--- src/bpu_cfg_pkg.sv ---
// fixed table geometry; the hash, tag and pattern slices assume 8-byte fetch pairs and 32-bit pcs
`default_nettype none

package bpu_cfg_pkg;

    localparam int ADDR_W = 32;

    localparam logic [ADDR_W-1:0] BPU_INIT_PC = 32'h1c000000;   // first fetch after reset

    localparam int BTB_IDX_W = 6;                  // btb and bht share this index
    localparam int BTB_DEPTH = 1 << BTB_IDX_W;     // entries per bank
    localparam int TAG_W     = 8;                  // pc[22:15]
    localparam int HIST_W    = 5;                  // local history per branch
    localparam int PHT_PC_W  = 5;                  // pc[7:3] in the pattern index
    localparam int PHT_IDX_W = HIST_W + PHT_PC_W;
    localparam int PHT_DEPTH = 1 << PHT_IDX_W;     // counters per bank
    localparam int RAS_DEPTH = 8;
    localparam int RAS_PTR_W = 3;

    typedef logic [ADDR_W-1:0]    addr_t;
    typedef logic [BTB_IDX_W-1:0] btb_idx_t;
    typedef logic [TAG_W-1:0]     tag_t;
    typedef logic [HIST_W-1:0]    hist_t;
    typedef logic [PHT_IDX_W-1:0] pht_idx_t;
    typedef logic [1:0]           scnt_t;         // 2-bit saturating counter

    // fold pc[14:9] onto pc[8:3]
    function automatic btb_idx_t btb_hash(input addr_t pc);
        return pc[BTB_IDX_W+8:9] ^ pc[BTB_IDX_W+2:3];
    endfunction

    function automatic tag_t pc_tag(input addr_t pc);
        return pc[TAG_W+14:15];   // bits just above the hash window
    endfunction

    // history in the upper bits, pair address below
    function automatic pht_idx_t pht_index(input hist_t hist, input addr_t pc);
        return {hist, pc[PHT_PC_W+2:3]};
    endfunction

endpackage

`default_nettype wire
--- src/bpu_types_pkg.sv ---
// per-slot prediction fields are two-entry arrays indexed by pc[2], and correction history and scnt must echo a prediction
`default_nettype none

package bpu_types_pkg;

    import bpu_cfg_pkg::*;

    // call and ret stay apart because they steer the ras
    typedef enum logic [2:0] {
        BR_NONE,
        BR_COND,
        BR_JUMP,
        BR_CALL,
        BR_RET
    } br_type_e;

    typedef struct packed {
        logic     valid;
        tag_t     tag;
        addr_t    target;
        br_type_e br_type;
    } btb_entry_t;

    // one prediction per fetch pair
    typedef struct packed {
        addr_t              pc;
        logic [1:0]         mask;          // slot valid bits
        addr_t              target_pc;     // predicted next pc
        br_type_e [1:0]     br_type;
        logic [1:0]         taken;
        scnt_t [1:0]        scnt;          // counter as read and fed back later
        hist_t [1:0]        history;       // history as read and fed back later
        logic [1:0]         need_update;   // btb miss
    } bpu_predict_t;

    // one-cycle backend correction strobe
    typedef struct packed {
        addr_t    pc;
        addr_t    target;
        br_type_e br_type;
        logic     taken;
        hist_t    history;
        scnt_t    scnt;
        logic     type_miss;
        logic     target_miss;
        logic     update;
    } bpu_correct_t;

    // decoded write commands for the tables and the stack
    typedef struct packed {
        logic       slot;           // pc[2] of the corrected branch
        logic       btb_we;
        btb_idx_t   btb_idx;        // also the bht index
        btb_entry_t btb_entry;
        logic       bht_we;
        hist_t      bht_hist;
        logic       pht_we;
        pht_idx_t   pht_idx;
        scnt_t      pht_scnt;
        logic       ras_push;
        logic       ras_pop;
        addr_t      ras_wdata;
    } tbl_wr_t;

endpackage

`default_nettype wire

--- src/bpu_npc_select.sv ---
// pc field of pred_o is left zero here; the top level inserts the fetch pc
`default_nettype none

module bpu_npc_select (
    input  bpu_cfg_pkg::addr_t               pc_i,
    input  bpu_types_pkg::btb_entry_t [1:0]  btb_i,
    input  wire [1:0]                        hit_i,
    input  bpu_cfg_pkg::scnt_t [1:0]         scnt_i,
    input  bpu_cfg_pkg::hist_t [1:0]         hist_i,
    input  bpu_cfg_pkg::addr_t               ras_top_i,
    output bpu_types_pkg::bpu_predict_t      pred_o,
    output bpu_cfg_pkg::addr_t               npc_o
);

    import bpu_cfg_pkg::*;
    import bpu_types_pkg::*;

    logic [1:0] raw_taken;   // per slot, before masking
    logic [1:0] mask;
    addr_t      seq_pc;      // next aligned pair
    addr_t      tgt [2];     // per-slot redirect

    // unconditional hits always jump, conditional ones follow the counter msb
    always_comb begin
        for (int i = 0; i < 2; i++) begin
            raw_taken[i] = hit_i[i] && ((btb_i[i].br_type != BR_COND) || scnt_i[i][1]);
            tgt[i]       = (btb_i[i].br_type == BR_RET) ? ras_top_i : btb_i[i].target;
        end
    end

    assign seq_pc = {pc_i[31:3] + 29'd1, 3'b000};

    // slot 0 exists only for an aligned pc, a taken slot 0 kills slot 1
    assign mask[0] = !pc_i[2];
    assign mask[1] = !(mask[0] && raw_taken[0]);

    always_comb begin
        if (mask[0] && raw_taken[0]) begin
            npc_o = tgt[0];
        end else if (raw_taken[1]) begin
            npc_o = tgt[1];
        end else begin
            npc_o = seq_pc;   // fall through
        end
    end

    always_comb begin
        pred_o           = '0;
        pred_o.mask      = mask;
        pred_o.target_pc = npc_o;
        pred_o.taken     = raw_taken & mask;   // only slots that are fetched
        for (int i = 0; i < 2; i++) begin
            // a miss reports no branch
            pred_o.br_type[i]     = hit_i[i] ? btb_i[i].br_type : BR_NONE;
            pred_o.scnt[i]        = scnt_i[i];
            pred_o.history[i]     = hist_i[i];
            pred_o.need_update[i] = !hit_i[i];
        end
    end

endmodule

`default_nettype wire

--- config.mk ---
export PLATFORM = sky130hd
export DESIGN_NAME = bpu_npc_select
export DESIGN_NICKNAME = d
export VERILOG_FILES = /design/src/bpu_cfg_pkg.sv /design/src/bpu_types_pkg.sv /design/src/bpu_npc_select.sv
export SDC_FILE = /design/constraint.sdc
export NUM_CORES = 1
export LEC_CHECK = 0
export BUFFER_PORTS_ARGS = -buffer_cell sky130_fd_sc_hd__buf_2
export CAP_MARGIN = 30
export CORE_AREA = 2 2 112 114
export DETAILED_ROUTE_END_ITERATION = 8
export DIE_AREA = 0 0 114 116
export PLACE_DENSITY = 0.55
export SLEW_MARGIN = 10
export SYNTH_ARGS = -nofsm -noshare
export SYNTH_HDL_FRONTEND = slang
export SYNTH_SLANG_ARGS = --single-unit
--- constraint.sdc ---
create_clock -name vclk -period 1.77
set_input_delay 0 -clock vclk [all_inputs]
set_output_delay 0 -clock vclk [all_outputs]
set_load 0.01 [all_outputs]
==> qor.txt, run 1 <==
Site Rows - 40
Most instantiated cells after synthesis - 78 x buf_4, 57 x mux2i_1, 20 x o21ai_0
Final GP Congestion - 0.897
First-pass GRT wire length - 15300 um
Remaining Overflow, GRT - 0
RSZ-0062 raised after global routing - true
Maximum number of pins on one net before global-route repair - 19
Cells after Synth - 334
Seq_cells - 0
DR vias/cell - 4.59
Hold Vio Cnt, Final - 0
Multi-input logic area - 1940 um2
# DRC - 0
Hold wc startpoint - hist_i[3]
Core area - 11900 um2
Die Y - 116 um
Share of cells above drive strength 1 - 0.551
Mapped Area - 2410 um2
Syn avg cell area - 7.22 um2
Fill cells - 1289
Worst Hold End - pred_o[5]
Seq/Total Area, Yosys - 0
Peak VDD IR - 0.0000945 V
FF/Latch Area - 0 um2
Clock buf count - 0
Leakage power - 1.76 nW
Required @ worst endpoint - 1.77 ns
Crit path launch type - input port
Die X - 114 um
Crit end category - primary output
Vias - 3133
Max-cap violations - 0
CP Cell Sequence - buf_8, inv_4, o41a_1, nand2_2, buf_6, clkinvlp_4, buf_4, a222oi_1, buf_2
Crit-path max FO - 4
Fin crit period - 1.72 ns
Final ANT Viol Nets - 0
Synthesis Warnings - 0
Worst hold path cell count - 0
Fmax - 581 MHz
Initial Util - 0.202
Initial antenna violation count - 1
Pre-Repair DR Iteration Count - 4
Drt total wl - 10600 um
Unique masters post-synth - 43
Slowest-stage cell, CP - o41a_1
Cts hold-fix bufs - 0
Leading area contributor after synthesis - buf_4
Setup violations, final - 0
Final Max Slew Viols - 0
Power Density - 273 nW/um2
# IOs - 290
Die area - 13200 um2
Port-buffer cells - 214
Arr. time, crit path - 1.72 ns
Fin nets - 706
Worst setup path category - input port to primary output
Routed WL per cell - 15.5 um
HP Class - input port to primary output
Worst path buffer plus inverter count - 6
Setup slack after layout - 0.0496 ns
Total power after layout - 0.00101 W
Largest cells by area after synthesis - buf_4 24%, mux2i_1 24%, xnor2_1 4.7%, xor2_1 4.4%, o21ai_0 4.2%
DP HPWL - 9280 um
Share of the synthesized area in the top cell type - 0.243
Count leader, synth - buf_4
Vias in the first global route - 2991
Largest stage delay, worst path - 0.46 ns
DR iter-0 viols - 171
Pre-CTS WS - -0.127 ns
Layout area overhead - 53.3%
# diodes - 0
Final Cycle Share - 0.972
Family with the most delay on the worst path - compound AO/OA/AOI/OAI gates
Status - finished, final reports clean
GRT Total Usage - 0.144
[routing by layer]
layer,global-route usage,up-vias,share of wire
met3,0.0173,12,0.075
met4,0.00813,2,0.0045
met1,0.182,1443,0.42
li1,-,1520,-
met5,0,-,0.0010
met2,0.274,156,0.50
[stage by stage]
stage,std cells,setup TNS (ns),hold slack [ns],instance area (um2),util
floorplan,365,0,0.0435,2540,-
global placement,677,-2.34,0.0000686,3520,0.296
detailed placement,677,-2.76,0.0000686,3520,0.296
CTS,678,0,0.0000686,3610,0.303
global route,682,-0.0520,0.0000167,3690,0.310
finish,682,0,0.00000392,3690,0.310
[power by group]
group | internal (W) | switching (W)
registers | 0 | 0
logic | 0.000478 | 0.000531
clock network | 0 | 0
[cell families after synthesis]
| family | Yosys count | synth area share |
|---|---|---|
| muxes | 60 | 0.251 |
| and+or+nand+nor | 82 | 0.192 |
| xor gates and xnor gates | 25 | 0.0909 |
| buffers and inverters | 105 | 0.289 |
| other | 1 | 0.00156 |
| adders and majority gates | 1 | 0.00519 |
| AOI/OAI and AO/OA | 60 | 0.171 |
[worst max-delay path by stage]
stage,from,endpoint,slack (ns),depth (start not counted)
floorplan,btb_i[1],pred_o[42],0.002,6
global placement,btb_i[1],pred_o[50],-0.09,7
detailed placement,btb_i[1],npc_o[26],-0.13,7
CTS,pc_i[11],npc_o[25],0.005,8
global route,btb_i[44],npc_o[12],-0.03,9
finish,btb_i[44],pred_o[42],0.05,9
[cells in the final DEF (no fill, tap or decap), types with 5 or more instances in the layout]
cell        n
buf_2     213
mux2i_1    57
buf_4      44
conb_1     32
nand2_1    15
o21ai_0    15
xnor2_1    13
xor2_1     12
nand4_1     9
o22a_1      9
nand3_1     8
and3_1      7
inv_1       6
nor2_1      5
a21oi_1     5
a222oi_1    5
and2_1      5
buf_6       5
[what timing repair did]
action,4_1_cts,5_1_grt
gates resized for setup,18,18
endpoints found under the setup margin,40,24
setup buffers,1,4
hold endpoints to repair,0,0
pin swaps,5,5
[cell type report]
class,instances,area share
timing repair buffer,266,0.414
tap,147,0.0498
inverter,9,0.0115
multi-input combinational,260,0.525
No activity file was read; power rests on OpenSTA's default activity.
==> inputs of run 2 (changes only) <==
Settings changed: RECOVER_POWER from default to 25.
==> run 2 against run 1 <==
Via count barely moved. Design area down 0.27%. Maximum frequency about the same. Critical path type unchanged.
==> qor.txt, run 2 (synthesis gave the netlist of run 1 again) <==
Initial Util - 0.202
Die X - 114 um
Final ANT Viol Nets - 0
Routed WL per cell - 15.5 um
Layout area overhead - 52.9%
Peak VDD IR - 0.0000944 V
DR iter-0 viols - 171
HP Class - input port to primary output
Cell Area, Placed - 3520 um2
CP Cell Sequence - buf_8, inv_4, o41a_1, nand2_2, buf_6, clkinvlp_4, buf_4, a222oi_1, buf_2
Post-Layout Inst Area - 3680 um2
Hold wc startpoint - hist_i[3]
Worst setup path category - input port to primary output
Setup TNS Final - 0 ns
Setup violations, final - 0
Fin nets - 706
GRT Total Usage - 0.144
Family with the most delay on the worst path - compound AO/OA/AOI/OAI gates
Port-buffer cells - 214
Vias - 3136
Core area - 11900 um2
Commonest non-fill, non-tap cells in the layout - 205 x buf_2, 57 x mux2i_1, 44 x buf_4
Most common cell after layout, fill and taps aside - buf_2
Cts hold-fix bufs - 0
Fill cells - 1294
Initial antenna violation count - 1
Power Density - 273 nW/um2
Fin crit period - 1.72 ns
Remaining Overflow, GRT - 0
Required @ worst endpoint - 1.77 ns
Arr. time, crit path - 1.72 ns
Hold Vio Cnt, Final - 0
Crit path launch type - input port
Maximum number of pins on one net before global-route repair - 19
Pre-Repair DR Iteration Count - 4
Worst path buffer plus inverter count - 6
Final GP Congestion - 0.897
Die area - 13200 um2
Leakage power - 1.73 nW
Vias in the first global route - 2991
# IOs - 290
DP HPWL - 9280 um
Slowest-stage cell, CP - o41a_1
Final Cycle Share - 0.972
Max-cap violations - 0
Crit end category - primary output
Drt total wl - 10600 um
# DRC - 0
RSZ-0062 raised after global routing - true
Site Rows - 40
Die Y - 116 um
Seq_cells - 0
Fmax - 581 MHz
Worst Setup SP - btb_i[44]
Crit path depth - 9
Largest stage delay, worst path - 0.46 ns
First-pass GRT wire length - 15300 um
Share of cells above drive strength 1 - 0.536
FF/Latch Area - 0 um2
Final Max Slew Viols - 0
Clock buf count - 0
Crit-path max FO - 4
DR vias/cell - 4.60
# diodes - 0
Worst hold path cell count - 0
Status - finished, final reports clean
run 2: final cells by class:
class	count	area [um2]	share of cell area
Inverter	9	42.5	0.0115
Multi-Input combinational cell	260	1940	0.526
Tap cell	147	184	0.0499
Timing Repair Buffer	266	1520	0.412
run 2: stage by stage:
stage	power, W	hold slack [ns]	worst slack, ns	utilization	cells
final	0.00101	0.00000392	0.0495	0.309	682
after global routing	0.00110	0.0000167	-0.0294	0.309	682
after CTS	0.000999	0.0000686	0.00461	0.303	678
after detailed placement	0.000974	0.0000686	-0.127	0.296	677
after global placement	0.000967	0.0000686	-0.0876	0.296	677
after floorplan	0.000635	0.0435	0.00240	-	365
run 2: worst paths after layout:
check,to,slack (ns)
setup / recovery,pred_o[42],0.05
hold / removal,pred_o[5],0.000004
run 2: repair_timing:
action | in CTS | in global routing
gates resized for setup | 18 | 18
pin swaps | 5 | 5
buffers inserted | 1 | 4
endpoints found under the setup margin | 40 | 24
run 2: per-layer routing:
layer  wire length (um)  track usage
met2               5290        0.274
met4                 48      0.00813
met5                 11            0
met1               4450        0.182
met3                794       0.0173
run 2: where the power goes:
part | internal [W] | leakage, nW | switching (W)
logic | 0.000475 | 1.73 | 0.000532
registers | 0 | 0 | 0
clock network | 0 | 0 | 0
total | 0.000475 | 1.73 | 0.000532
