==> src/bpu_cfg_pkg.sv <==
// fixed table geometry; the hash, tag and pattern slices assume 8-byte fetch pairs and 32-bit pcs
`default_nettype none

package bpu_cfg_pkg;

    localparam int ADDR_W = 32;

    localparam logic [ADDR_W-1:0] BPU_INIT_PC = 32'h1c000000;   // first fetch after reset

    localparam int BTB_IDX_W = 6;                  // btb and bht share this index
    localparam int BTB_DEPTH = 1 << BTB_IDX_W;     // entries per bank
    localparam int TAG_W     = 8;                  // pc[22:15]
    localparam int HIST_W    = 5;                  // local history per branch
    localparam int PHT_PC_W  = 5;                  // pc[7:3] in the pattern index
    localparam int PHT_IDX_W = HIST_W + PHT_PC_W;
    localparam int PHT_DEPTH = 1 << PHT_IDX_W;     // counters per bank
    localparam int RAS_DEPTH = 8;
    localparam int RAS_PTR_W = 3;

    typedef logic [ADDR_W-1:0]    addr_t;
    typedef logic [BTB_IDX_W-1:0] btb_idx_t;
    typedef logic [TAG_W-1:0]     tag_t;
    typedef logic [HIST_W-1:0]    hist_t;
    typedef logic [PHT_IDX_W-1:0] pht_idx_t;
    typedef logic [1:0]           scnt_t;         // 2-bit saturating counter

    // fold pc[14:9] onto pc[8:3]
    function automatic btb_idx_t btb_hash(input addr_t pc);
        return pc[BTB_IDX_W+8:9] ^ pc[BTB_IDX_W+2:3];
    endfunction

    function automatic tag_t pc_tag(input addr_t pc);
        return pc[TAG_W+14:15];   // bits just above the hash window
    endfunction

    // history in the upper bits, pair address below
    function automatic pht_idx_t pht_index(input hist_t hist, input addr_t pc);
        return {hist, pc[PHT_PC_W+2:3]};
    endfunction

endpackage

`default_nettype wire
==> src/bpu_ras.sv <==
// no overflow or underflow guard; pointers wrap and the oldest return is overwritten
`default_nettype none

module bpu_ras (
    input  wire                 clk,
    input  wire                 rst_n,
    input  wire                 push_i,
    input  wire                 pop_i,
    input  bpu_cfg_pkg::addr_t  wdata_i,
    output bpu_cfg_pkg::addr_t  top_o
);

    import bpu_cfg_pkg::*;

    addr_t [RAS_DEPTH-1:0] stack_q;
    logic [RAS_PTR_W-1:0]  wr_ptr_q;    // next free entry
    logic [RAS_PTR_W-1:0]  top_ptr_q;   // most recent push

    always_ff @(posedge clk) begin
        if (!rst_n) begin
            stack_q   <= '0;          // empty stack predicts zero
            wr_ptr_q  <= '0;
            top_ptr_q <= '1;          // one below the write pointer
        end else if (push_i) begin    // push wins over a pop in the same cycle
            stack_q[wr_ptr_q] <= wdata_i;
            top_ptr_q         <= wr_ptr_q;
            wr_ptr_q          <= wr_ptr_q + 1'b1;
        end else if (pop_i) begin
            wr_ptr_q  <= top_ptr_q;   // popped slot is reused next
            top_ptr_q <= top_ptr_q - 1'b1;
        end
    end

    assign top_o = stack_q[top_ptr_q];

endmodule

`default_nettype wire

==> config.mk <==
export PLATFORM = sky130hd
export DESIGN_NAME = bpu_ras
export DESIGN_NICKNAME = d
export VERILOG_FILES = /design/src/bpu_cfg_pkg.sv /design/src/bpu_ras.sv
export SDC_FILE = /design/constraint.sdc
export NUM_CORES = 1
export LEC_CHECK = 0
export ABC_AREA = 0
export BUFFER_PORTS_ARGS = -buffer_cell sky130_fd_sc_hd__buf_2
export CAP_MARGIN = 40
export CORE_MARGIN = 3
export CORE_UTILIZATION = 26
export DETAILED_ROUTE_END_ITERATION = 16
export RECOVER_POWER = 25
export SLEW_MARGIN = 10
export SYNTH_ARGS = -nofsm -noshare
export SYNTH_HDL_FRONTEND = slang
export SYNTH_SLANG_ARGS = --single-unit
==> constraint.sdc <==
create_clock -name clk -period 2.2 [get_ports clk]
set_clock_uncertainty 0.15 [all_clocks]
set_input_delay 0.33 -clock clk [delete_from_list [all_inputs] [get_ports clk]]
set_output_delay 0.33 -clock clk [all_outputs]
set_load 0.01 [all_outputs]
==> impl_metrics.toml, run 1 <==
[synthesis]
synth.area.top_cells = "dfxtp_1 (43%), nand2_1 (16%), a21boi_1 (13%), mux4_1 (6.9%), mux4_2 (5.9%)"
yosys_warnings = 0
synth.most_common_cell = "nand2_1"
synth_cell_types = 33
ys_async_sr_fraction_pct = 0
synth_common_cells = "nand2_1 (515), dfxtp_1 (262), a21boi_1 (215), buf_2 (60), a21boi_0 (42)"
syn_area_sq_um = 12240
synth_ff_type = "dfxtp_1"
syn_nets = 1354
synth_top_area_share_pct = 42.87
synth_seq_cells = 262
synth_seq_area_share_pct = 42.87
synth.largest_area_cell = "dfxtp_1"
synth-edff-count = 0
synth.avg_cell_area_sq_um = 9.297
synthCells = 1316

[route]
via_per_inst = 4.808
drc = 0
routed_wl_mm = 35.87
first_pass_iters = 5
first_iter_violations = 833
ant_nets = 0
dr_total_vias = 9620
wl_per_cell_um = 17.93

[clocking]
clock_path_buffers = 3
cts_tree = "built"
cts_made_buffers = 31
cts_sinks = 262
clock_latency_ns = 0.57
clkTransAtPathRegs_ns = 0.06
clock-root-buffer = "clkbuf_16"
htreeDepth = 1

[floorplanning]
rows = 78
die_w_um = 222.9
die_area_sq_um = 49700
coreArea_sq_um = 45970
io_pins = 68
die_h_um = 222.9
start_util_pct = 26.62

[grt]
grt_max_degree = 86
use_met1_pct = 19.16
grt_overflow = 0
antenna_found_initial = 1
grt_pass1_vias = 9215
grt_util_all_layers_pct = 13.94
use_met2_pct = 22.31
grt-busiest-layer = "met2"
grtUsageMet3_pct = 2.000
grt_pass1_wl_mm = 54.53

[worst_hold_path]
min_path_cells = 4
hp-start = "pop_i"
hold_path.class = "input port to flip-flop"

[setup_path]
cp_max_fo = 15
worstSetupStartpointType = "flip-flop"
crit_start = "top_ptr_q[0]$_SDFFE_PN1P_"
critPathRequiredTime_ns = 1.72
reg2reg_from = "wr_ptr_q[0]$_SDFFE_PN0P_"
crit_type = "flip-flop to output port"
rr_worst_depth = 5
critPathCaptureType = "output port"
critPathArrivalTime_ns = 2.18

[power_and_ir_drop]
power_mw = 11.22
p_leak_nw = 5.285
powerDensity_nw_per_um2 = 765.8
peakVddDrop_mv = 0.5497

[run]
max-cap-violations = 0

[finish]
final_nets = 1417
antenna_cells = 0
area_delta_synth_final_pct = 19.78
drive_above_1_share_pct = 20.49

[timing]
slew_violations = 0
finalCritPeriodShare_pct = 120.9
rsz0062_at_grt = "true"
finalHoldViolCount = 0
max_freq_mhz = 375.9
fin_ws_ns = -0.4604
worstMarginPinSlew_ns = 0.6592
fin_crit_ns = 2.660
slew-limit-headroom_pct = 56.05
setup_tns_ns = -12.83
setup_violations = 32

[placed_design]
gp_congestion = 0.7200
dp_hpwl_mm = 22.28
port_buffers = 67

[run_status]
status = "finished, violations left"
violations = "negative setup slack"
==> placed cells by master (no fill, tap or decap), types with 2 or more instances in the layout <==
cell type / n
a21boi_0: 89
a21boi_1: 168
and4b_1: 3
and4bb_2: 3
buf_12: 11
buf_2: 45
buf_4: 51
buf_6: 26
bufinv_16: 2
clkbuf_1: 6
clkbuf_16: 31
clkbuf_2: 3
clkbuf_4: 5
clkbuf_8: 7
clkinv_2: 6
dfxtp_1: 259
dfxtp_4: 2
dlygate4sd3_1: 33
ha_1: 2
inv_1: 2
mux2_2: 12
mux2_4: 20
mux4_1: 10
mux4_2: 54
nand2_1: 515
nand4b_1: 3
nand4bb_2: 3
nor2_1: 2
nor2b_1: 5
o21ai_0: 5
==> metal layers <==
metal	part of all wire, %	vias to the layer above
met2	45	287
met1	46	4750
met5	0.047	-
met3	5.2	57
li1	-	4524
met4	3.0	2
==> stage by stage <==
| stage | instance area (sq um) | setup slack (ns) | std cells | hold WS (ns) | util (%) |
|---|---|---|---|---|---|
| floorplan | 12240 | 0.2944 | 1316 | 0.2803 | - |
| global placement | 13030 | 0.1014 | 1894 | 0.2859 | 28.35 |
| detailed placement | 13030 | 0.08760 | 1894 | 0.2907 | 28.35 |
| CTS | 14620 | -0.4972 | 1998 | 0.02763 | 31.81 |
| global route | 14660 | -0.5319 | 2001 | 0.06385 | 31.88 |
| finish | 14660 | -0.4604 | 2001 | 0.06226 | 31.88 |
==> final cells by class <==
cell class,instances,area [sq um]
Fill cell,4657,31310
Multi-Input combinational cell,907,6123
Sequential cell,262,5254
Timing Repair Buffer,175,1508
Clock buffer,43,890.9
Tap cell,600,750.7
Clock inverter,12,121.4
Inverter,2,7.507
==> logic make-up after synthesis <==
group,after synthesis,synth area share (%)
xor+xnor,1,0.07160
fa+ha+maj,2,0.2045
buf+inv,147,7.148
simple gates,540,17.65
flops,262,42.87
mux,97,15.79
compound gates,267,16.27
==> power by group <==
part / total, mW / internal, mW / switching (mW)
registers: 4.96 / 4.87 / 0.0872
logic: 1.16 / 0.537 / 0.618
clock network: 5.11 / 3.04 / 2.07
==> worst paths after layout <==
path	endpoint	slack (ns)
setup / recovery	top_o[0]	-0.46
hold / removal	top_ptr_q[1]$_SDFFE_PN1P_	0.06
setup reg to reg	stack_q[245]$_SDFFE_PN0P_	0.03
hold reg to reg	stack_q[198]$_SDFFE_PN0P_	0.30
==> state kept, by name (all words and copies together) (netlist names) <==
name	count
stack_q	256
wr_ptr_q	3
top_ptr_q	3
==> worst max-delay path: stages, from the launching register on <==
cell and delay (ns):
dfxtp_4 0.43, buf_12 0.19, mux4_1 0.55, mux2_2 0.28, buf_2 0.14
==> timing repair <==
| action | in CTS | in global routing |
|---|---|---|
| gates resized for setup | 48 | 20 |
| cloned | 1 | 0 |
| buffers inserted | 15 | 4 |
| setup endpoints to repair | 32 | 32 |
| hold endpoints to repair | 256 | 0 |
| hold buffers | 33 | 0 |
Power figures use the tool's default switching activity.
==> inputs of run 2 (changes only) <==
--- a/config.mk
+++ b/config.mk
@@ -6,12 +6,13 @@
 export NUM_CORES = 1
 export LEC_CHECK = 0
 export ABC_AREA = 0
+export ABC_CLOCK_PERIOD_IN_PS = 2200
 export BUFFER_PORTS_ARGS = -buffer_cell sky130_fd_sc_hd__buf_2
 export CAP_MARGIN = 40
 export CORE_MARGIN = 3
 export CORE_UTILIZATION = 26
 export DETAILED_ROUTE_END_ITERATION = 16
-export RECOVER_POWER = 25
+export RECOVER_POWER = 100
 export SLEW_MARGIN = 10
 export SYNTH_ARGS = -nofsm -noshare
 export SYNTH_HDL_FRONTEND = slang
==> impl_metrics.toml, run 2 (same netlist as run 1, synthesis figures left out) <==
[timing]
setup_violations = 32
finalCritPeriodShare_pct = 120.7
rsz0062_at_grt = "true"
fin_ws_ns = -0.4553
max_freq_mhz = 376.6
worstMarginPinSlew_ns = 0.6583
slew-limit-headroom_pct = 56.06
finalHoldViolCount = 0
slew_violations = 0
fin_crit_ns = 2.655

[route]
ant_nets = 0
dr_total_vias = 9559
first_pass_iters = 5
drc = 0
via_per_inst = 4.777
wl_per_cell_um = 17.95
routed_wl_mm = 35.92
first_iter_violations = 708

[setup_path]
slowest_delay_ns = 0.55
worstSetupStartpointType = "flip-flop"
critPathArrivalTime_ns = 2.18
cp_max_fo = 15
crit_type = "flip-flop to output port"
critPathCaptureType = "output port"
r2r_setup_slack_ns = 0.02
critPathRequiredTime_ns = 1.72
cp_slowest_cell = "mux4_1"
crit_chain = "buf_12 > mux4_1 > mux2_2 > buf_2"

[floorplanning]
rows = 78
die_h_um = 222.9
die_w_um = 222.9
coreArea_sq_um = 45970
io_pins = 68
die_area_sq_um = 49700
start_util_pct = 26.62

[worst_hold_path]
hold_path.class = "input port to flip-flop"

[grt]
grt_overflow = 0
grt_max_degree = 86
antenna_found_initial = 1
grt_pass1_vias = 9215
grt_util_all_layers_pct = 13.94
grt_pass1_wl_mm = 54.53

[placed_design]
gp_congestion = 0.7200
place_worst_setup_slack_ns = 0.08760
dp_hpwl_mm = 22.28
port_buffers = 67

[run_status]
status = "finished, violations left"
violations = "negative setup slack"

[finish]
nFillCells = 4659
reg.largest.list = "stack_q x256, top_ptr_q x3, wr_ptr_q x3"
final_nets = 1417
layout_common_cells = "nand2_1 (515), dfxtp_1 (259), a21boi_0 (184)"
area_delta_synth_final_pct = 19.64
antenna_cells = 0
mostFrequentLayoutCell = "nand2_1"
drive_above_1_share_pct = 20.41
largest-register = "stack_q"
largest_register_ff_count = 256

[clocking]
clock-root-buffer = "clkbuf_16"
cts_tree = "built"
htreeDepth = 1
cts_sinks = 262
clkTransAtPathRegs_ns = 0.06
cts_made_buffers = 31
clock_latency_ns = 0.56
clock_path_buffers = 3

[power_and_ir_drop]
peakVddDrop_mv = 0.5492
powerDensity_nw_per_um2 = 765.6
power_mw = 11.21
p_leak_nw = 5.225

[run]
max-cap-violations = 0
-- run 2: repair_timing --
action,4_1_cts,5_1_grt
endpoints found under the setup margin,32,32
buffers inserted,15,4
endpoints found under the hold margin,256,0
hold buffers,33,0
cloned,1,0
gates resized for setup,48,20
-- run 2: cell type report --
cell class / instances / area (sq um) / area share, %
clock buffer: 43 / 890.9 / 6.085
clock inverter: 12 / 121.4 / 0.8291
inverter: 2 / 7.507 / 0.05128
multi-input combinational: 907 / 6123 / 41.83
sequential: 262 / 5254 / 35.89
tap: 600 / 750.7 / 5.128
timing repair buffer: 175 / 1491 / 10.19
-- run 2: where the power goes --
group	internal [mW]	total, mW	switching [mW]
Combinational	0.522	1.14	0.616
Clock	3.04	5.11	2.07
Sequential	4.87	4.96	0.0872
Total	8.43	11.2	2.77
-- run 2: stage by stage --
| stage | TNS, ns | instance area [sq um] | hold WS [ns] | std cells | util, % |
|---|---|---|---|---|---|
| finish | -12.83 | 14640 | 0.06782 | 2001 | 31.85 |
| global route | -17.01 | 14640 | 0.06385 | 2001 | 31.85 |
| CTS | -14.53 | 14620 | 0.02763 | 1998 | 31.81 |
| detailed placement | 0 | 13030 | 0.2907 | 1894 | 28.35 |
| global placement | 0 | 13030 | 0.2859 | 1894 | 28.35 |
| floorplan | 0 | 12240 | 0.2803 | 1316 | - |
-- run 2: critical path, delay by kind of cell (launching register included) --
family	cells	cell delay, ns
flip-flops	1	0.43
buffers and inverters	2	0.34
multiplexers	2	0.83
-- run 2: routing by layer --
metal | vias to the layer above | part of all wire (%) | GRT usage, %
li1 | 4524 | - | -
met1 | 4705 | 46 | 19.16
met2 | 275 | 46 | 22.31
met3 | 53 | 5.5 | 2.000
met4 | 2 | 2.8 | 5.148
met5 | - | 0.047 | 0
-- run 2: final timing paths --
check / endpoint / startpoint / cells past startpoint
max: top_o[0] / top_ptr_q[0]$_SDFFE_PN1P_ / 4
min reg2reg: stack_q[199]$_SDFFE_PN0P_ / stack_q[199]$_SDFFE_PN0P_ / 2
min: top_ptr_q[1]$_SDFFE_PN1P_ / pop_i / 4
max reg2reg: stack_q[245]$_SDFFE_PN0P_ / wr_ptr_q[0]$_SDFFE_PN0P_ / 5
