==> src/bpu_cfg_pkg.sv <==
// fixed table geometry; the hash, tag and pattern slices assume 8-byte fetch pairs and 32-bit pcs
`default_nettype none

package bpu_cfg_pkg;

    localparam int ADDR_W = 32;

    localparam logic [ADDR_W-1:0] BPU_INIT_PC = 32'h1c000000;   // first fetch after reset

    localparam int BTB_IDX_W = 6;                  // btb and bht share this index
    localparam int BTB_DEPTH = 1 << BTB_IDX_W;     // entries per bank
    localparam int TAG_W     = 8;                  // pc[22:15]
    localparam int HIST_W    = 5;                  // local history per branch
    localparam int PHT_PC_W  = 5;                  // pc[7:3] in the pattern index
    localparam int PHT_IDX_W = HIST_W + PHT_PC_W;
    localparam int PHT_DEPTH = 1 << PHT_IDX_W;     // counters per bank
    localparam int RAS_DEPTH = 8;
    localparam int RAS_PTR_W = 3;

    typedef logic [ADDR_W-1:0]    addr_t;
    typedef logic [BTB_IDX_W-1:0] btb_idx_t;
    typedef logic [TAG_W-1:0]     tag_t;
    typedef logic [HIST_W-1:0]    hist_t;
    typedef logic [PHT_IDX_W-1:0] pht_idx_t;
    typedef logic [1:0]           scnt_t;         // 2-bit saturating counter

    // fold pc[14:9] onto pc[8:3]
    function automatic btb_idx_t btb_hash(input addr_t pc);
        return pc[BTB_IDX_W+8:9] ^ pc[BTB_IDX_W+2:3];
    endfunction

    function automatic tag_t pc_tag(input addr_t pc);
        return pc[TAG_W+14:15];   // bits just above the hash window
    endfunction

    // history in the upper bits, pair address below
    function automatic pht_idx_t pht_index(input hist_t hist, input addr_t pc);
        return {hist, pc[PHT_PC_W+2:3]};
    endfunction

endpackage

`default_nettype wire
==> src/bpu_types_pkg.sv <==
// per-slot prediction fields are two-entry arrays indexed by pc[2], and correction history and scnt must echo a prediction
`default_nettype none

package bpu_types_pkg;

    import bpu_cfg_pkg::*;

    // call and ret stay apart because they steer the ras
    typedef enum logic [2:0] {
        BR_NONE,
        BR_COND,
        BR_JUMP,
        BR_CALL,
        BR_RET
    } br_type_e;

    typedef struct packed {
        logic     valid;
        tag_t     tag;
        addr_t    target;
        br_type_e br_type;
    } btb_entry_t;

    // one prediction per fetch pair
    typedef struct packed {
        addr_t              pc;
        logic [1:0]         mask;          // slot valid bits
        addr_t              target_pc;     // predicted next pc
        br_type_e [1:0]     br_type;
        logic [1:0]         taken;
        scnt_t [1:0]        scnt;          // counter as read and fed back later
        hist_t [1:0]        history;       // history as read and fed back later
        logic [1:0]         need_update;   // btb miss
    } bpu_predict_t;

    // one-cycle backend correction strobe
    typedef struct packed {
        addr_t    pc;
        addr_t    target;
        br_type_e br_type;
        logic     taken;
        hist_t    history;
        scnt_t    scnt;
        logic     type_miss;
        logic     target_miss;
        logic     update;
    } bpu_correct_t;

    // decoded write commands for the tables and the stack
    typedef struct packed {
        logic       slot;           // pc[2] of the corrected branch
        logic       btb_we;
        btb_idx_t   btb_idx;        // also the bht index
        btb_entry_t btb_entry;
        logic       bht_we;
        hist_t      bht_hist;
        logic       pht_we;
        pht_idx_t   pht_idx;
        scnt_t      pht_scnt;
        logic       ras_push;
        logic       ras_pop;
        addr_t      ras_wdata;
    } tbl_wr_t;

endpackage

`default_nettype wire

==> src/bpu_update_decode.sv <==
// combinational only; counters step from the echoed scnt, so the stored value is never read back here
`default_nettype none

module bpu_update_decode (
    input  bpu_types_pkg::bpu_correct_t correct_i,
    output bpu_types_pkg::tbl_wr_t      wr_o
);

    import bpu_cfg_pkg::*;
    import bpu_types_pkg::*;

    hist_t new_hist;    // history after this outcome
    scnt_t new_scnt;    // counter after one step

    // type miss means a branch never seen before, start a fresh history
    always_comb begin
        if (correct_i.type_miss) begin
            new_hist = {{(HIST_W-1){1'b0}}, correct_i.taken};
        end else begin
            new_hist = {correct_i.history[HIST_W-2:0], correct_i.taken};   // shift in at bottom
        end
    end

    // saturate at 0 and 3
    always_comb begin
        new_scnt = correct_i.scnt;
        if (correct_i.taken) begin
            if (correct_i.scnt != 2'd3) begin
                new_scnt = scnt_t'(correct_i.scnt + 2'd1);
            end
        end else if (correct_i.scnt != 2'd0) begin
            new_scnt = scnt_t'(correct_i.scnt - 2'd1);
        end
    end

    always_comb begin
        wr_o.slot              = correct_i.pc[2];
        // btb learns on any type or target mismatch
        wr_o.btb_we            = correct_i.type_miss | correct_i.target_miss;
        wr_o.btb_idx           = btb_hash(correct_i.pc);
        wr_o.btb_entry.valid   = 1'b1;
        wr_o.btb_entry.tag     = pc_tag(correct_i.pc);
        wr_o.btb_entry.target  = correct_i.target;
        wr_o.btb_entry.br_type = correct_i.br_type;

        wr_o.bht_we   = correct_i.update;
        wr_o.bht_hist = new_hist;

        // pattern slot chosen by the history the prediction used
        wr_o.pht_we   = correct_i.update;
        wr_o.pht_idx  = pht_index(correct_i.history, correct_i.pc);
        wr_o.pht_scnt = new_scnt;

        wr_o.ras_push  = correct_i.update && (correct_i.br_type == BR_CALL);
        wr_o.ras_pop   = correct_i.update && (correct_i.br_type == BR_RET);
        wr_o.ras_wdata = correct_i.pc + 32'd4;   // return lands after the call
    end

endmodule

`default_nettype wire

==> config.mk <==
export PLATFORM = sky130hd
export DESIGN_NAME = bpu_update_decode
export DESIGN_NICKNAME = d
export VERILOG_FILES = /design/src/bpu_cfg_pkg.sv /design/src/bpu_types_pkg.sv /design/src/bpu_update_decode.sv
export SDC_FILE = /design/constraint.sdc
export NUM_CORES = 1
export LEC_CHECK = 0
export BUFFER_PORTS_ARGS = -buffer_cell sky130_fd_sc_hd__buf_2
export CAP_MARGIN = 20
export CORE_AREA = 2 2 71 73
export DETAILED_ROUTE_END_ITERATION = 8
export DIE_AREA = 0 0 73 75
export PLACE_DENSITY_LB_ADDON = 0.05
export SYNTH_ARGS = -nofsm -noshare
export SYNTH_HDL_FRONTEND = slang
export SYNTH_SLANG_ARGS = --single-unit
==> constraint.sdc <==
create_clock -name vclk -period 1.8
set_input_delay 0.36 -clock vclk [all_inputs]
set_output_delay 0.36 -clock vclk [all_outputs]
set_load 0.02 [all_outputs]
==> flow_results.xml, run 1 <==
<?xml version="1.0" encoding="UTF-8"?>
<metrics>
  <group name="status">
    <metric name="status" unit="">finished, violations left</metric>
    <metric name="failed_checks" unit="">setup timing</metric>
  </group>
  <group name="yosys">
    <metric name="post-synth-top-area-fraction" unit="">0.390</metric>
    <metric name="synth_top_area_cell" unit="">buf_4</metric>
    <metric name="synthesis.instances" unit="">160</metric>
    <metric name="post_synth_num_cell_types" unit="">25</metric>
    <metric name="netlist_top_cells_area" unit="">buf_4 (39%), xnor2_1 (16%), xor2_1 (9.9%)</metric>
    <metric name="post_synth.cell_area_avg" unit="sq um">7.22</metric>
    <metric name="syn_area" unit="sq mm">0.00115</metric>
    <metric name="synth-warning-count" unit="">0</metric>
    <metric name="part_of_the_yosys_area_used_for_sequential_elements" unit="">0</metric>
    <metric name="synth_nets" unit="">239</metric>
  </group>
  <group name="drt">
    <metric name="dr.pass1.iters" unit="">4</metric>
    <metric name="wl" unit="microns">4440</metric>
    <metric name="route.vias.total" unit="">1366</metric>
    <metric name="avgViaCountPerCell" unit="">4.36</metric>
    <metric name="route.antenna.remaining_nets" unit="">0</metric>
    <metric name="dr.first_iter.drc_count" unit="">17</metric>
    <metric name="drt_drc_violations_left" unit="">0</metric>
    <metric name="detail_route.wl_per_cell" unit="microns">14.2</metric>
  </group>
  <group name="cells_and_area">
    <metric name="layout.core_utilization" unit="">0.458</metric>
    <metric name="finish.net_count" unit="">340</metric>
    <metric name="drive_gt1_frac" unit="">0.780</metric>
    <metric name="num-clock-buffers" unit="">0</metric>
    <metric name="antenna_cells" unit="">0</metric>
    <metric name="seq_cell_count" unit="">0</metric>
    <metric name="area_delta_synth_final" unit="%">84.9</metric>
    <metric name="area_taken_by_flip_flops_and_latches" unit="sq um">0</metric>
  </group>
  <group name="pwr">
    <metric name="seq_power_share" unit="">0</metric>
    <metric name="clock_network_fraction_of_design_power" unit="">0</metric>
    <metric name="switching_share" unit="">0.542</metric>
    <metric name="vdd_drop_max" unit="uV">140</metric>
    <metric name="power_per_cell_area" unit="mW/mm^2">236</metric>
    <metric name="switching_power" unit="mW">0.273</metric>
    <metric name="power.share.combinational" unit="">1.000</metric>
    <metric name="internal_power" unit="mW">0.231</metric>
    <metric name="leakage" unit="nW">1.15</metric>
  </group>
  <group name="worst_setup_path">
    <metric name="cpLargestDelayFamily" unit="">simple AND/OR/NAND/NOR gates</metric>
    <metric name="timing.critical_path.cells" unit="">buf_4 &gt; nand4_4 &gt; or4_4 &gt; buf_12 &gt; xnor2_4 &gt; buf_6</metric>
    <metric name="cp-start-kind" unit="">input port</metric>
    <metric name="path_max_fanout" unit="">4</metric>
    <metric name="critical_path.n_buffers_inverters" unit="">3</metric>
    <metric name="worst-endpoint-arrival" unit="ns">1.61</metric>
    <metric name="path_class" unit="">input port to output pin</metric>
    <metric name="critical-path-slowest-cell" unit="">or4_4</metric>
    <metric name="slowest_delay" unit="ns">0.61</metric>
    <metric name="setup.worst_path.end_class" unit="">output pin</metric>
    <metric name="worst_path_required_time" unit="ns">1.44</metric>
  </group>
  <group name="place">
    <metric name="place_congestion" unit="">0.747</metric>
    <metric name="port_buffers" unit="">112</metric>
    <metric name="detailed_place_hpwl" unit="microns">3950</metric>
  </group>
  <group name="floorplan">
    <metric name="placementRows" unit="">25</metric>
    <metric name="num_io_pins" unit="">183</metric>
    <metric name="die_width" unit="microns">73</metric>
    <metric name="dieArea" unit="sq mm">0.00548</metric>
    <metric name="core_area" unit="sq mm">0.00466</metric>
    <metric name="floorplan.die.height" unit="microns">75</metric>
    <metric name="start_util" unit="">0.248</metric>
  </group>
  <group name="sta">
    <metric name="timing.final.max_slew_violations" unit="">0</metric>
    <metric name="period_minus_slack" unit="ns">1.97</metric>
    <metric name="rsz0062_at_grt" unit="">yes</metric>
    <metric name="hold_viol" unit="">0</metric>
    <metric name="timing.setup.tns" unit="ns">-2.04</metric>
    <metric name="setup_slack" unit="ns">-0.170</metric>
    <metric name="fin_worst_hold_slack" unit="ns">0.720</metric>
    <metric name="fmaxAchievable" unit="MHz">507</metric>
    <metric name="min_period_over_period" unit="">1.09</metric>
    <metric name="final-setup-viol-count" unit="">20</metric>
  </group>
  <group name="global_routing">
    <metric name="grt_overall_usage" unit="">0.143</metric>
    <metric name="grt_pass1_wl" unit="microns">6350</metric>
    <metric name="grt_max_degree" unit="">9</metric>
    <metric name="number_of_global_route_vias_before_repair" unit="">1315</metric>
    <metric name="grt_remaining_overflow" unit="">0</metric>
    <metric name="grt_antenna_before_repair" unit="">0</metric>
  </group>
  <group name="job">
    <metric name="maxCapViolations" unit="">0</metric>
  </group>
  <group name="min_path">
    <metric name="min_path_type" unit="">input port to output pin</metric>
  </group>
  <group name="cts">
    <metric name="cts_hold_repair.buffers" unit="">0</metric>
  </group>
</metrics>
## layer usage
metal  GRT usage  wire length (microns)  vias up
li1            -                      -      678
met4      0.0165                     48        0
met3      0.0335                    417        8
met5           0                      0        -
met1       0.145                   1410      604
met2       0.301                   2570       76
## path summary, 6_finish.rpt
check                      from       end  slack [ns]  cells past startpoint
setup / recovery  correct_i[60]  wr_o[16]       -0.17                      6
hold / removal    correct_i[47]   wr_o[1]        0.72                      0
## through the flow
stage / worst slack, ns / cells / total power, mW / instance area (sq um)
final: -0.170 / 313 / 0.504 / 2140
after global routing: -0.279 / 313 / 0.535 / 2140
after CTS: -0.251 / 309 / 0.492 / 1990
after detailed placement: -0.321 / 302 / 0.451 / 1770
after global placement: -0.284 / 302 / 0.447 / 1770
after floorplan: -0.0448 / 160 / 0.373 / 1320
## final cells by class
class                           count  area, sq um
Fill cell                         495         2520
Timing Repair Buffer              161         1100
Multi-Input combinational cell     94          952
Tap cell                           54         67.6
Inverter                            4         15.0
## layout by cell type (no fill, tap or decap), types with 3 or more instances in the layout
cell and count:
nand3_1 3, nand2_1 6, buf_2 81, xor2_1 12
nand3_2 4, buf_8 5, xnor2_1 4, buf_6 12
buf_4 62, xnor2_2 16, nand4_1 11, nor2b_1 4
nor2_1 4, inv_1 4
## kinds of logic (layout without fill, tap and decap cells)
logic type	after synthesis	after routing	synth area share
adder cells (fa/ha/maj)	3	3	0.0282
buffers and inverters	66	165	0.412
XOR/XNOR	34	34	0.258
AND/OR/NAND/NOR	56	56	0.299
other	1	1	0.00325
## power by group through the flow
stage                     logic [mW]  clock network, mW  registers [mW]
after global placement         0.447                  0               0
final                          0.504                  0               0
after floorplan                0.373                  0               0
after global routing           0.535                  0               0
after CTS                      0.492                  0               0
after detailed placement       0.451                  0               0
## synth_stat cells
cell type,n
or2_2,1
conb_1,1
ha_1,1
xnor2_1,21
nor4_1,3
inv_1,4
nand4_1,11
nor2_1,7
nand4_4,1
nor2b_1,4
or4_4,1
xor2_1,13
nand3_1,8
and3_1,3
and4b_1,1
nand2_1,10
nor3_1,1
clkbuf_2,2
nor3_4,1
maj3_1,2
buf_4,60
nor2_2,1
nand4b_1,1
nor4_2,1
nand4_2,1
## repair_timing
item | in CTS | in global routing
setup buffers | 7 | 4
endpoints found under the hold margin | 0 | 0
pin swaps | 21 | 22
setup endpoints to repair | 21 | 22
gates resized for setup | 47 | 27
(Power assumes the default switching activity.)
==> run 2: changes to the inputs <==
--- a/config.mk
+++ b/config.mk
@@ -10,6 +10,7 @@
 export CORE_AREA = 2 2 71 73
 export DETAILED_ROUTE_END_ITERATION = 8
 export DIE_AREA = 0 0 73 75
+export MAX_ROUTING_LAYER = met4
 export PLACE_DENSITY_LB_ADDON = 0.05
 export SYNTH_ARGS = -nofsm -noshare
 export SYNTH_HDL_FRONTEND = slang
==> flow_results.xml, run 2 (synthesis gave the netlist of run 1 again) <==
<?xml version="1.0" encoding="UTF-8"?>
<metrics>
  <group name="status">
    <metric name="status" unit="">finished, violations left</metric>
    <metric name="failed_checks" unit="">setup timing</metric>
  </group>
  <group name="pwr">
    <metric name="switching_power" unit="mW">0.273</metric>
    <metric name="power_per_cell_area" unit="mW/mm^2">236</metric>
    <metric name="power.share.combinational" unit="">1.000</metric>
    <metric name="internal_power" unit="mW">0.231</metric>
    <metric name="clock_network_fraction_of_design_power" unit="">0</metric>
    <metric name="seq_power_share" unit="">0</metric>
    <metric name="vdd_drop_max" unit="uV">140</metric>
    <metric name="leakage" unit="nW">1.15</metric>
    <metric name="switching_share" unit="">0.542</metric>
  </group>
  <group name="drt">
    <metric name="dr.pass1.iters" unit="">4</metric>
    <metric name="maxUsedRoutingLayer" unit="">met4</metric>
    <metric name="route.antenna.remaining_nets" unit="">0</metric>
    <metric name="wl" unit="microns">4440</metric>
    <metric name="route.met2.wl" unit="microns">2570</metric>
    <metric name="avgViaCountPerCell" unit="">4.36</metric>
    <metric name="wl_met1" unit="microns">1420</metric>
    <metric name="dr.first_iter.drc_count" unit="">15</metric>
    <metric name="detail_route.wl_per_cell" unit="microns">14.2</metric>
    <metric name="wl_met3" unit="microns">403</metric>
    <metric name="drt_drc_violations_left" unit="">0</metric>
    <metric name="route.vias.total" unit="">1365</metric>
  </group>
  <group name="cts">
    <metric name="cts_hold_repair.buffers" unit="">0</metric>
  </group>
  <group name="worst_setup_path">
    <metric name="cp-start-kind" unit="">input port</metric>
    <metric name="path_class" unit="">input port to output pin</metric>
    <metric name="worst-endpoint-arrival" unit="ns">1.61</metric>
    <metric name="worst_path_required_time" unit="ns">1.44</metric>
    <metric name="path_max_fanout" unit="">4</metric>
    <metric name="setup.worst_path.end_class" unit="">output pin</metric>
  </group>
  <group name="sta">
    <metric name="fmaxAchievable" unit="MHz">507</metric>
    <metric name="fin_worst_hold_slack" unit="ns">0.720</metric>
    <metric name="final-setup-viol-count" unit="">20</metric>
    <metric name="timing.final.max_slew_violations" unit="">0</metric>
    <metric name="hold_viol" unit="">0</metric>
    <metric name="min_period_over_period" unit="">1.09</metric>
    <metric name="setup_slack" unit="ns">-0.170</metric>
    <metric name="rsz0062_at_grt" unit="">yes</metric>
    <metric name="timing.setup.tns" unit="ns">-2.04</metric>
    <metric name="period_minus_slack" unit="ns">1.97</metric>
  </group>
  <group name="cells_and_area">
    <metric name="num-clock-buffers" unit="">0</metric>
    <metric name="layout.filler_cells" unit="">495</metric>
    <metric name="seq_cell_count" unit="">0</metric>
    <metric name="final_cell_mix" unit="">buf_2 (81), buf_4 (62), xnor2_2 (16)</metric>
    <metric name="area_taken_by_flip_flops_and_latches" unit="sq um">0</metric>
    <metric name="multiInputGateArea" unit="sq um">952</metric>
    <metric name="finish.net_count" unit="">340</metric>
    <metric name="drive_gt1_frac" unit="">0.780</metric>
    <metric name="area_delta_synth_final" unit="%">84.9</metric>
    <metric name="layout_commonest_cell" unit="">buf_2</metric>
    <metric name="antenna_cells" unit="">0</metric>
  </group>
  <group name="place">
    <metric name="preCtsSetupSlack" unit="ns">-0.321</metric>
    <metric name="place_congestion" unit="">0.756</metric>
    <metric name="detailed_place_hpwl" unit="microns">3950</metric>
    <metric name="port_buffers" unit="">112</metric>
  </group>
  <group name="floorplan">
    <metric name="num_io_pins" unit="">183</metric>
    <metric name="placementRows" unit="">25</metric>
    <metric name="dieArea" unit="sq mm">0.00548</metric>
    <metric name="start_util" unit="">0.248</metric>
    <metric name="die_width" unit="microns">73</metric>
    <metric name="core_area" unit="sq mm">0.00466</metric>
    <metric name="floorplan.die.height" unit="microns">75</metric>
  </group>
  <group name="job">
    <metric name="maxCapViolations" unit="">0</metric>
  </group>
  <group name="global_routing">
    <metric name="grt_max_degree" unit="">9</metric>
    <metric name="grt_remaining_overflow" unit="">0</metric>
    <metric name="number_of_global_route_vias_before_repair" unit="">1317</metric>
    <metric name="grt_overall_usage" unit="">0.148</metric>
    <metric name="grt_antenna_before_repair" unit="">0</metric>
    <metric name="grt_pass1_wl" unit="microns">6350</metric>
  </group>
  <group name="min_path">
    <metric name="min_path_type" unit="">input port to output pin</metric>
  </group>
</metrics>
-- run 2: cell counts in the layout (fill, tap and decap cells not counted) --
Identical to the previous run, type by type.
-- run 2: worst paths after layout --
check	start	endpoint	depth (start not counted)
worst min-delay path	correct_i[47]	wr_o[1]	0
worst max-delay path	correct_i[60]	wr_o[16]	6
-- run 2: timing repair --
item,4_1_cts,5_1_grt
endpoints found under the hold margin,0,0
pin swaps,21,22
endpoints found under the setup margin,21,22
buffers inserted,7,4
resized for setup,47,27
-- run 2: final cells by class --
| cell class | count | area share |
|---|---|---|
| Tap cell | 54 | 0.0316 |
| Timing Repair Buffer | 161 | 0.516 |
| Multi-Input combinational cell | 94 | 0.446 |
| Inverter | 4 | 0.00703 |
-- run 2: routing by layer --
layer	vias to the layer above	track usage
li1	678	-
met5	-	-
met2	76	0.301
met4	0	0.0165
met1	603	0.146
met3	8	0.0308
-- run 2: power by group through the flow --
stage	clock, mW	sequential, mW	combinational, mW
floorplan	0	0	0.373
global placement	0	0	0.447
detailed placement	0	0	0.451
CTS	0	0	0.492
global route	0	0	0.535
finish	0	0	0.503
-- run 2: stage by stage --
step / cell area, sq um / std cells / util / total power [mW]
after floorplan: 1320 / 160 / - / 0.373
after global placement: 1770 / 302 / 0.379 / 0.447
after detailed placement: 1770 / 302 / 0.379 / 0.451
after CTS: 1990 / 309 / 0.427 / 0.492
after global routing: 2140 / 313 / 0.458 / 0.535
final: 2140 / 313 / 0.458 / 0.503
-- run 2: critical path, cell delays in order --
cell and delay (ns):
buf_4 0.10, nand4_4 0.13, or4_4 0.61, buf_12 0.15
xnor2_4 0.12, buf_6 0.13
